==> config.mk <==
export PLATFORM = sky130hd
export DESIGN_NAME = pdp8_io_top
export DESIGN_NICKNAME = d
export VERILOG_FILES = /design/src/verilog/pdp8_io_pkg.sv /design/src/verilog/iot_if.sv /design/src/verilog/pdp8_io_top.sv /design/src/verilog/io_mux.sv /design/src/verilog/cpu_ctrl_unit.sv /design/src/verilog/tty_unit.sv
export SDC_FILE = /design/constraint.sdc
export NUM_CORES = 1
export LEC_CHECK = 0
export BUFFER_PORTS_ARGS = -buffer_cell sky130_fd_sc_hd__buf_2
export CELL_PAD_IN_SITES_DETAIL_PLACEMENT = 1
export CELL_PAD_IN_SITES_GLOBAL_PLACEMENT = 2
export CORE_ASPECT_RATIO = 0.75
export CORE_MARGIN = 2
export CORE_UTILIZATION = 34
export CTS_CLUSTER_SIZE = 40
export DETAILED_ROUTE_END_ITERATION = 7
export HOLD_SLACK_MARGIN = 0.02
export PLACE_DENSITY = 0.94
export SETUP_SLACK_MARGIN = 0.3
export SLEW_MARGIN = 20
export SYNTH_ARGS = -nofsm -noshare
export SYNTH_HDL_FRONTEND = slang
export SYNTH_SLANG_ARGS = --single-unit
==> constraint.sdc <==
create_clock -name clk -period 3 [get_ports clk]
set_input_delay 0 -clock clk [delete_from_list [all_inputs] [get_ports clk]]
set_output_delay 0 -clock clk [all_outputs]
set_load 0.02 [all_outputs]
==> src/verilog/pdp8_io_pkg.sv <==
// ~~~~~~~~~~~~~~~~~~~~~~~~~~~~~~
// shared word and field types, decoded IOT operations
// and the device codes of the IOT path
// ~~~~~~~~~~~~~~~~~~~~~~~~~~~~~~
`default_nettype none

package pdp8_io_pkg;

    localparam int field_w = 3;           // memory field number width
    localparam int char_w  = 8;           // keyboard and printer byte width

    // machine word, bit 0 is the most significant
    typedef logic [0:11]        word_t;
    typedef logic [0:field_w-1] field_t;

    // major opcode of every IOT instruction
    localparam logic [0:2] iot_opcode   = 3'o6;

    // device codes, instruction bits 3 to 8
    localparam logic [0:5] dev_code_cpu = 6'o00;  // interrupt control
    localparam logic [0:5] dev_code_kbd = 6'o03;  // teletype keyboard
    localparam logic [0:5] dev_code_prt = 6'o04;  // teletype printer

    // memory field group 62N, instruction bits 3 to 5
    localparam logic [0:2] mem_group    = 3'o2;

    // link select inside io_mux
    localparam logic dev_tty = 1'b0;
    localparam logic dev_cpu = 1'b1;

    typedef enum logic [4:0] {
        IOT_NOP,
        // processor control
        ION,        // 6001
        IOF,        // 6002
        SKON,       // 6000 and 6003
        GTF,        // 6004
        CDF,        // 62N1
        CIF,        // 62N2
        RDF,        // 6214
        RIF,        // 6224
        // keyboard
        KSF,        // 6031
        KCC,        // 6032
        KRS,        // 6034
        KRB,        // 6036
        // printer
        TSF,        // 6041
        TCF,        // 6042
        TPC,        // 6044
        TLS         // 6046
    } iot_op_e;

endpackage

`default_nettype wire
==> src/verilog/iot_if.sv <==
// ~~~~~~~~~~~~~~~~~~~~~~~~~~~~~~
// link between io_mux and one IOT device
// ~~~~~~~~~~~~~~~~~~~~~~~~~~~~~~
`timescale 1ns/1ns
`default_nettype none

// one instance per device, selected in io_mux by dev_tty or dev_cpu
interface iot_if
    import pdp8_io_pkg::*;
();

    iot_op_e op;        // decoded op, IOT_NOP when not addressed
    field_t  field;     // field N of CDF and CIF
    word_t   ac;        // accumulator of the request
    logic    strobe;    // side effects apply on this edge

    word_t   data;      // returned word, OR-ed into in_bus
    logic    skip;
    logic    clear_ac;

    modport host (
        output op, field, ac, strobe,
        input  data, skip, clear_ac
    );

    modport device (
        input  op, field, ac, strobe,
        output data, skip, clear_ac
    );

endinterface

`default_nettype wire

==> src/verilog/pdp8_io_top.sv <==
// ~~~~~~~~~~~~~~~~~~~~~~~~~~~~~~
// IOT path top level with mux and both devices
// ~~~~~~~~~~~~~~~~~~~~~~~~~~~~~~
`timescale 1ns/1ns
`default_nettype none

module pdp8_io_top
    import pdp8_io_pkg::*;
(
    input  logic              clk,
    input  logic              reset,
    // request from CPU
    input  logic              iot_valid,
    output logic              iot_ready,
    input  word_t             instruction,
    input  word_t             ac,
    // response to CPU
    output logic              rsp_valid,
    input  logic              rsp_ready,
    output word_t             in_bus,
    output logic              skip,
    output logic              clear_ac,
    // teletype byte ports
    input  logic              kbd_valid,
    input  logic [0:char_w-1] kbd_data,
    output logic              kbd_ready,
    output logic              tx_valid,
    output logic [0:char_w-1] tx_data,
    input  logic              tx_ready,
    output logic              int_request,
    output word_t             bus_display
);

    logic tty_flag;

    iot_if tty_link ();
    iot_if cpu_link ();

    io_mux io_mux_inst (
        .clk         (clk),
        .reset       (reset),
        .iot_valid   (iot_valid),
        .iot_ready   (iot_ready),
        .instruction (instruction),
        .ac          (ac),
        .rsp_valid   (rsp_valid),
        .rsp_ready   (rsp_ready),
        .in_bus      (in_bus),
        .skip        (skip),
        .clear_ac    (clear_ac),
        .bus_display (bus_display),
        .tty         (tty_link.host),
        .cpu         (cpu_link.host)
    );

    tty_unit tty_unit_inst (
        .clk       (clk),
        .reset     (reset),
        .link      (tty_link.device),
        .kbd_valid (kbd_valid),
        .kbd_data  (kbd_data),
        .kbd_ready (kbd_ready),
        .tx_valid  (tx_valid),
        .tx_data   (tx_data),
        .tx_ready  (tx_ready),
        .flag_any  (tty_flag)
    );

    cpu_ctrl_unit cpu_ctrl_unit_inst (
        .clk         (clk),
        .reset       (reset),
        .link        (cpu_link.device),
        .tty_flag    (tty_flag),
        .int_request (int_request)
    );

endmodule

`default_nettype wire

==> src/verilog/io_mux.sv <==
// ~~~~~~~~~~~~~~~~~~~~~~~~~~~~~~
// IOT decode and device strobes, registered
// response to the CPU and the bus display register
// ~~~~~~~~~~~~~~~~~~~~~~~~~~~~~~
`timescale 1ns/1ns
`default_nettype none

module io_mux
    import pdp8_io_pkg::*;
(
    input  logic  clk,
    input  logic  reset,
    input  logic  iot_valid,
    output logic  iot_ready,
    input  word_t instruction,
    input  word_t ac,
    output logic  rsp_valid,
    input  logic  rsp_ready,
    output word_t in_bus,
    output logic  skip,
    output logic  clear_ac,
    output word_t bus_display,
    iot_if.host   tty,
    iot_if.host   cpu
);

    iot_op_e dec_op;
    logic    dec_dev;
    logic    accept;
    word_t   rd_data;

    function automatic iot_op_e decode_iot(input word_t instr);
        iot_op_e op;
        op = IOT_NOP;
        if (instr[0:2] == iot_opcode) begin
            if (instr[3:8] == dev_code_cpu) begin
                case (instr[9:11])
                    3'o0, 3'o3: op = SKON;
                    3'o1:       op = ION;
                    3'o2:       op = IOF;
                    3'o4:       op = GTF;
                    default: ;
                endcase
            end else if (instr[3:8] == dev_code_kbd) begin
                case (instr[9:11])
                    3'o1: op = KSF;
                    3'o2: op = KCC;
                    3'o4: op = KRS;
                    3'o6: op = KRB;
                    default: ;
                endcase
            end else if (instr[3:8] == dev_code_prt) begin
                case (instr[9:11])
                    3'o1: op = TSF;
                    3'o2: op = TCF;
                    3'o4: op = TPC;
                    3'o6: op = TLS;
                    default: ;
                endcase
            end else if (instr[3:5] == mem_group) begin
                case (instr[9:11])
                    3'o1: op = CDF;
                    3'o2: op = CIF;
                    3'o4: begin                         // 6214 and 6224 only
                        if (instr[6:8] == 3'o1)
                            op = RDF;
                        else if (instr[6:8] == 3'o2)
                            op = RIF;
                    end
                    default: ;
                endcase
            end
        end
        return op;
    endfunction

    assign dec_op  = iot_valid ? decode_iot(instruction) : IOT_NOP;
    assign dec_dev = (dec_op inside {KSF, KCC, KRS, KRB, TSF, TCF, TPC, TLS}) ? dev_tty
                                                                              : dev_cpu;

    assign iot_ready = ~rsp_valid | rsp_ready;
    assign accept    = iot_valid & iot_ready;

    // op goes only to the owning device
    assign tty.op     = (dec_dev == dev_tty) ? dec_op : IOT_NOP;
    assign cpu.op     = (dec_dev == dev_cpu) ? dec_op : IOT_NOP;
    assign tty.field  = instruction[6:8];
    assign cpu.field  = instruction[6:8];
    assign tty.ac     = ac;
    assign cpu.ac     = ac;
    assign tty.strobe = accept & (dec_op != IOT_NOP) & (dec_dev == dev_tty);
    assign cpu.strobe = accept & (dec_op != IOT_NOP) & (dec_dev == dev_cpu);

    assign rd_data = tty.data | cpu.data;

    always_ff @(posedge clk) begin
        if (reset)
            rsp_valid <= 1'b0;
        else if (accept)
            rsp_valid <= 1'b1;
        else if (rsp_ready)
            rsp_valid <= 1'b0;
    end

    always_ff @(posedge clk) begin
        if (accept) begin
            in_bus   <= rd_data;
            skip     <= tty.skip | cpu.skip;
            clear_ac <= tty.clear_ac | cpu.clear_ac;
        end
    end

    // front panel shows the last transferred word
    always_ff @(posedge clk) begin
        if (reset)
            bus_display <= '0;
        else if (accept) begin
            case (dec_op)
                GTF, KRB:      bus_display <= rd_data;
                ION, TPC, TLS: bus_display <= ac;
                default: ;                                  // hold
            endcase
        end
    end

    a_strobe_accept: assert property (@(posedge clk) disable iff (reset)
        (tty.strobe || cpu.strobe) |-> iot_valid && iot_ready);

    a_rsp_stable: assert property (@(posedge clk) disable iff (reset)
        rsp_valid && !rsp_ready |=>
            rsp_valid && $stable(in_bus) && $stable(skip) && $stable(clear_ac));

endmodule

`default_nettype wire

==> src/verilog/cpu_ctrl_unit.sv <==
// ~~~~~~~~~~~~~~~~~~~~~~~~~~~~~~
// processor control with interrupt enable,
// data and instruction field registers
// ~~~~~~~~~~~~~~~~~~~~~~~~~~~~~~
`timescale 1ns/1ns
`default_nettype none

module cpu_ctrl_unit
    import pdp8_io_pkg::*;
(
    input  logic  clk,
    input  logic  reset,
    iot_if.device link,
    input  logic  tty_flag,
    output logic  int_request
);

    logic   int_en;
    field_t data_field;
    field_t inst_field;

    always_comb begin
        link.data     = '0;
        link.skip     = 1'b0;
        link.clear_ac = 1'b0;
        case (link.op)
            SKON: link.skip = int_en;           // skip then disable
            GTF: begin
                link.data[1]    = int_en;
                link.data[9:11] = data_field;
            end
            RDF: link.data[6:8] = data_field;
            RIF: link.data[6:8] = inst_field;
            default: ;                          // owned elsewhere or no-op
        endcase
    end

    always_ff @(posedge clk) begin
        if (reset) begin
            int_en     <= 1'b0;
            data_field <= '0;
            inst_field <= '0;
        end else if (link.strobe) begin
            case (link.op)
                ION:       int_en     <= 1'b1;
                IOF, SKON: int_en     <= 1'b0;
                CDF:       data_field <= link.field;
                CIF:       inst_field <= link.field;
                default: ;
            endcase
        end
    end

    // one cycle behind enable and flags
    always_ff @(posedge clk) begin
        if (reset)
            int_request <= 1'b0;
        else
            int_request <= int_en & tty_flag;
    end

endmodule

`default_nettype wire

==> src/verilog/tty_unit.sv <==
// ~~~~~~~~~~~~~~~~~~~~~~~~~~~~~~
// teletype unit with keyboard buffer and flag,
// printer flag and output byte handshake
// ~~~~~~~~~~~~~~~~~~~~~~~~~~~~~~
`timescale 1ns/1ns
`default_nettype none

module tty_unit
    import pdp8_io_pkg::*;
(
    input  logic              clk,
    input  logic              reset,
    iot_if.device             link,
    input  logic              kbd_valid,
    input  logic [0:char_w-1] kbd_data,
    output logic              kbd_ready,
    output logic              tx_valid,
    output logic [0:char_w-1] tx_data,
    input  logic              tx_ready,
    output logic              flag_any
);

    logic [0:char_w-1] kbd_buf;
    logic              kbd_flag;
    logic              prt_flag;
    logic              kbd_take;
    logic              kbd_clear;
    logic              tx_done;
    logic              tx_load;

    assign kbd_ready = ~kbd_flag;
    assign kbd_take  = kbd_valid & kbd_ready;
    assign tx_done   = tx_valid & tx_ready;
    assign flag_any  = kbd_flag | prt_flag;

    assign kbd_clear = link.strobe & (link.op == KCC || link.op == KRB);
    assign tx_load   = link.strobe & (link.op == TPC || link.op == TLS);

    // response from state before the strobe edge
    always_comb begin
        link.data     = '0;
        link.skip     = 1'b0;
        link.clear_ac = 1'b0;
        case (link.op)
            KSF: link.skip = kbd_flag;
            KCC: link.clear_ac = 1'b1;
            KRS: link.data = {4'b0000, kbd_buf};    // byte in bits 4 to 11
            KRB: begin
                link.data     = {4'b0000, kbd_buf};
                link.clear_ac = 1'b1;               // read OR-ed into a cleared AC
            end
            TSF: link.skip = prt_flag;
            default: ;                              // not a teletype op
        endcase
    end

    // keyboard side
    always_ff @(posedge clk) begin
        if (reset) begin
            kbd_flag <= 1'b0;
        end else begin
            if (kbd_clear)
                kbd_flag <= 1'b0;
            if (kbd_take)
                kbd_flag <= 1'b1;                   // new character wins
        end
    end

    always_ff @(posedge clk) begin
        if (kbd_take)
            kbd_buf <= kbd_data;
    end

    // printer side
    always_ff @(posedge clk) begin
        if (reset) begin
            prt_flag <= 1'b0;
            tx_valid <= 1'b0;
        end else begin
            if (tx_done) begin
                tx_valid <= 1'b0;
                prt_flag <= 1'b1;                   // character printed
            end
            if (link.strobe && (link.op == TCF || link.op == TLS))
                prt_flag <= 1'b0;
            if (tx_load)
                tx_valid <= 1'b1;
        end
    end

    always_ff @(posedge clk) begin
        if (tx_load)
            tx_data <= link.ac[4:11];               // overwrites a pending byte
    end

    // pending byte holds until taken or replaced by TPC/TLS
    a_tx_hold: assert property (@(posedge clk) disable iff (reset)
        tx_valid && !tx_ready && !tx_load |=> tx_valid && $stable(tx_data));

endmodule

`default_nettype wire

---- After elaboration in Yosys (flattened, before gate mapping) ----
Cells that the tools add are included.
Widths: inputs -> output; s select.
word-level totals
  input bits .............................. 38
  logic and storage cells ................. 120
  register bits ........................... 54
operators by class
  equality and inequality tests ........... 37
  mux-type cells .......................... 30
  reductions and logical operators ........ 24
  bitwise gates (word level) .............. 15
operators with widths
  operator            number
  $eq 5x4->1 const B  15
  $mux 5              9
  $eq 5x3->1 const B  5
  $pmux 12 s2         1
  $pmux 5 s4          1
  $pmux 4 s4          1
  $pmux 5 s3          1
  $eq 3x2->1 const B  4
  $or 12x11->12       1
  $pmux 3 s4          1
  $reduce_or 2->1     6
  $eq 5x1->1 const B  2
  $eq 5x2->1 const B  2
  $eq 5x5->1 const B  2
  $mux 1              10
  $reduce_bool 2->1   5
  $and 1x1->1         9
  $eq 3x3->1 const B  3
  $mux 8              1
  $reduce_and 2->1    4
  $reduce_bool 8->1   1
  $eq 3x1->1 const B  2
  $eq 6x2->1 const B  1
  $eq 6x3->1 const B  1
  12 further kinds    18

---- Logic depth before layout (Yosys ltp) ----
  depth after elaboration ................. 18
  depth in mapped cells ................... 11
  gate-level depth less buffers ........... 8

---- By module ----
A second synthesis with hierarchy kept.
unflattened totals
  cell total of the unflattened synthesis .. 335
  area, all modules ....................... 3,344.5 um^2
modules (own cells, without submodules)
  module         area an instance (um^2)  cells an instance  instances
  io_mux         2,065.7                  226                1
  tty_unit       793.3                    56                 1
  cpu_ctrl_unit  485.5                    53                 1

---- Worst setup path before layout ----
OpenSTA, ideal clock, no wires.
  path type ............................... reg2reg
  start ................................... reg io_mux_inst.rsp_valid
  end ..................................... reg io_mux_inst.bus_display[4]
  slack ................................... 0.946 ns
  cell stages (with the launch flop) ...... 7
  arrival time ............................ 1.995 ns
  clock period less this slack ............ 2.054 ns
  required time ........................... 2.941 ns
  path through ............................ dfxtp_1 nand2b_1 nand2_1 nor4_1 nor2_1 a21oi_1 o31a_1
between the ends
  longest elaborated chain between the ends .. 4
RTL lines
  item                               line               source
  from (decl)                        io_mux.sv:17       output logic rsp_valid,
  from (signal assigned)             io_mux.sv:98       rsp_valid <= 1'b0;
  from (signal assigned)             io_mux.sv:100      rsp_valid <= 1'b1;
  from (signal assigned)             io_mux.sv:102      rsp_valid <= 1'b0;
  $not 1->1                          io_mux.sv:81       assign iot_ready = ~rsp_valid | rsp_ready;
  $or 1x1->1                         io_mux.sv:81
  net iot_ready                      pdp8_io_top.sv:14  output logic iot_ready,
  $and 1x1->1                        io_mux.sv:82       assign accept = iot_valid & iot_ready;
  $reduce_and 2->1 (no source line)  --
  to (signal assigned)               io_mux.sv:119      GTF, KRB: bus_display <= rd_data;
  to (decl)                          io_mux.sv:22       output word_t bus_display,
The timed path passes the listed nets, and every way through them passes these cells.
A chain may end at the register's enable or synchronous reset.

---- Worst setup path in the final report ----
  start ................................... in instruction[3]
  end ..................................... reg io_mux_inst.bus_display[1]
between the ends
  longest elaborated chain between the ends .. 18
RTL lines
  item                              line               source
  from (decl)                       pdp8_io_top.sv:15  input word_t instruction,
  $eq 3x2->1                        io_mux.sv:67       else if (instr[6:8] == 3'o2)
  $mux 4                            io_mux.sv:67
  $mux 5                            io_mux.sv:65       if (instr[6:8] == 3'o1)
  $pmux 5 s3                        io_mux.sv:61       case (instr[9:11])
  $mux 5                            io_mux.sv:60       end else if (instr[3:5] == mem_group) begin
  $mux 5                            io_mux.sv:52       end else if (instr[3:8] == dev_code_prt) begin
  $mux 5                            io_mux.sv:44       end else if (instr[3:8] == dev_code_kbd) begin
  $mux 5 (*)                        io_mux.sv:36       if (instr[3:8] == dev_code_cpu) begin
  [... 3 more ...]                  --
  $reduce_bool 8->1                 io_mux.sv:78       assign dec_dev = (dec_op inside {KSF, KCC, KRS, KRB, TSF, TCF, TPC, TLS}) ? dev_tty
  $mux 5                            io_mux.sv:85       assign tty.op = (dec_dev == dev_tty) ? dec_op : IOT_NOP;
  $eq 5x4->1                        tty_unit.sv:44     case (link.op)
  $reduce_or 2->1 (no source line)  --
  $mux 8                            tty_unit.sv:44
  $or 12x11->12 (*)                 io_mux.sv:94       assign rd_data = tty.data | cpu.data;
  net io_mux_inst.rd_data[1]        io_mux.sv:30       word_t rd_data;
  $pmux 12 s2 (*)                   io_mux.sv:118      case (dec_op)
The timed path passes the listed nets; every way through them passes the cells marked *.

==> flow_metrics.tcl <==
set metrics [dict create \
    post-route-drc-count 0 \
    period_minus_slack_ps 2410 \
    comb_power_share_pct 12.6 \
    synth_top_family_by_area "simple AND/OR/NAND/NOR gates" \
    cts-htree-levels 2 \
    syn_avg_cell_area_sq_um 9.92 \
    cp_data_arrival_time_ps 2660 \
    cts.sinks 51 \
    grt_usage_pct 19.5 \
    setup_violations 0 \
    power_frac_seq_pct 57.2 \
    hpwl_mm 6.39 \
    vias 2600 \
    cts_buffers 5 \
    viasPerCell 5.38 \
    antenna_found_initial 0 \
    drtPass1Iterations 4 \
    synthMuxAreaShare_pct 2.94 \
    drive_above_1_share_pct 27.5 \
    setup_tns_ps 0 \
    max-vdd-ir-drop_uv 217 \
    power.leakage_nw 1.45 \
    clock_latency_ps 300 \
    seq_area_frac_synth_pct 46.6 \
    portBuffers 73 \
    fin_util_pct 45.4 \
    synth_edf_count 27 \
    ys_seq_elements 51 \
    powerDensity_nw_per_um2 371 \
    synth_ff_type "edfxtp_1" \
    yosys.area_share.simple_pct 23.7 \
    grt_max_degree 22 \
    cts_tree "done" \
    dieArea_sq_um 8890 \
    initial_core_util_pct 35.1 \
    async_reset_ff_share_pct 0 \
    hold_viol 0 \
    criticalPathCategory "in2reg" \
    drv_slew 0 \
    wire_per_inst_microns 17.6 \
    clock_skew_ps 8.29 \
    clock_path_buffers 2 \
    synthAdderAreaFrac_pct 0 \
    gp_congestion 0.887 \
    grt_overflow 0 \
    syn_inst 279 \
    cts_resized 0 \
    fmaxAchievable_mhz 415 \
    synth_compound_area_share_pct 21.1 \
    grt_pass1_vias 2516 \
    coreArea_sq_um 7880 \
    routed_wl_mm 8.48 \
    pin_count 77 \
    die_height_microns 82.2 \
    finalCritPeriodShare_pct 80.2 \
    synth_area_sq_um 2770 \
    yosys.area_share.xor_xnor_pct 0.949 \
    cap_violations 0 \
    drt_iter0_markers 171 \
    path_max_fanout 11 \
    hold_class "in2reg" \
    worst_pin_slew_ps 934 \
    ant_nets 0 \
    status "finished clean" \
    synth_cell_type_count 64 \
    syn_to_final_growth_pct 29.2 \
    endpoint_kind "flop" \
    cp_data_required_time_ps 3250 \
    cts_root_buf "clkbuf_8" \
    intPower_mw 0.986 \
    design_power_total_mw 1.33 \
    fp.dieW_microns 108 \
    p_sw_mw 0.340 \
    cts_setup_buffers 0 \
    grt_first_pass_wirelength_mm 13.3 \
    path_clk_slew_ps 100 \
    fin_nets 415 \
    rsz0062_at_grt "false" \
    fp-row-count 28 \
    crit_path_start_kind "input port" \
    switching_share_pct 25.6 \
    p_clk_share_pct 30.2 \
    yosys_warnings 0 \
    diodes 0 \
    slew_headroom_pct 37.3 \
]
## what timing repair did
action                     4_1_cts  5_1_grt
setup endpoints to repair        0        0
hold buffers                    24        0
hold endpoints to repair        23        0
## metal layers
metal | track usage, % | vias up | routed length [microns]
met2 | 31.4 | 74 | 3850
met5 | 0 | - | 0
met1 | 28.8 | 1282 | 4160
met4 | 1.54 | 0 | 0
li1 | - | 1244 | -
met3 | 3.14 | 0 | 474
## registers in the layout, indices dropped and copies added, names as in the netlist
| register | flops |
|---|---|
| cpu_ctrl_unit_inst.int_en | 1 |
| tty_unit_inst.kbd_flag | 1 |
| cpu_ctrl_unit_inst.int_request | 1 |
| io_mux_inst.clear_ac | 1 |
| io_mux_inst.bus_display | 12 |
| cpu_ctrl_unit_inst.inst_field | 3 |
| cpu_ctrl_unit_inst.data_field | 3 |
| tty_unit_inst.tx_valid | 1 |
| tty_unit_inst.tx_data | 8 |
| tty_unit_inst.kbd_buf | 8 |
| io_mux_inst.rsp_valid | 1 |
| tty_unit_inst.prt_flag | 1 |
| io_mux_inst.skip | 1 |
| io_mux_inst.in_bus | 9 |
## power groups by stage
stage	Combinational [mW]	Sequential (mW)	Clock, mW
floorplan	0.0725	0.784	0
global placement	0.139	0.774	0
detailed placement	0.140	0.775	0
CTS	0.165	0.759	0.415
global route	0.182	0.761	0.443
finish	0.167	0.759	0.400
## metrics by stage
| step | cells | worst slack (ps) | hold WS [ps] | area [sq um] |
|---|---|---|---|---|
| global route | 483 | 456 | 104 | 3580 |
| global placement | 451 | 353 | 176 | 3240 |
| floorplan | 281 | 946 | 98.9 | 2780 |
| finish | 483 | 593 | 98.2 | 3580 |
| detailed placement | 451 | 296 | 178 | 3240 |
| CTS | 483 | 612 | 88.3 | 3580 |
## worst max-delay path, cell delays in order
cell,delay (ps)
buf_2,210
nor3b_1,330
a21boi_1,130
a211o_1,370
and3_1,360
or3_1,490
a21oi_2,340
a22o_1,270
o31a_1,150
## cells in the mapped netlist, types with 6 or more instances
master	number	area share, %
a21oi_1	18	3.3
and2_1	8	1.8
buf_2	8	1.4
dfxtp_1	24	17
edfxtp_1	27	29
inv_1	10	1.4
mux2i_1	7	2.5
nand2_1	12	1.6
nand3_1	14	2.5
nor2_1	28	3.8
nor3_1	7	1.3
o31a_1	6	1.9
or3_1	6	1.4
## cell families (layout without fill, tap and decap cells)
group | Yosys count | after routing
simple gates | 114 | 114
xor+xnor | 3 | 3
buf+inv | 26 | 123
other cells | 1 | 3
mux | 8 | 8
compound gates | 76 | 76
flops | 51 | 51
## placed cells by master (no fill, tap or decap), drive strengths merged, types with 7 or more instances in the layout
cell	Yosys	final
and2	8	8
nand3	14	14
nor2	30	30
nor3	8	8
dlygate4sd3	0	24
dfxtp	24	24
buf	13	81
o21ai	7	7
nand2	12	12
inv	10	10
mux2i	7	7
edfxtp	27	27
a21oi	20	20
## area by class of cell
| type | count | area, sq um |
|---|---|---|
| Inverter | 10 | 37.5 |
| Multi-Input combinational cell | 204 | 1360 |
| Tap cell | 105 | 131 |
| Clock buffer | 5 | 68.8 |
| Timing Repair Buffer | 105 | 666 |
| Sequential cell | 51 | 1290 |
| Clock inverter | 3 | 25.0 |
| Fill cell | 938 | 4300 |
## path summary, 6_finish.rpt
check | startpoint | slack [ps] | cells after the start | endpoint
worst min-delay path | instruction[3] | 100 | 3 | cpu_ctrl_unit_inst.data_field[0]
worst min register to register | io_mux_inst.bus_display[8] | 500 | 1 | io_mux_inst.bus_display[8]
worst max-delay path | instruction[3] | 590 | 9 | io_mux_inst.bus_display[1]
worst max register to register | io_mux_inst.rsp_valid | 1100 | 6 | io_mux_inst.bus_display[0]
(Power assumes the default switching activity.)
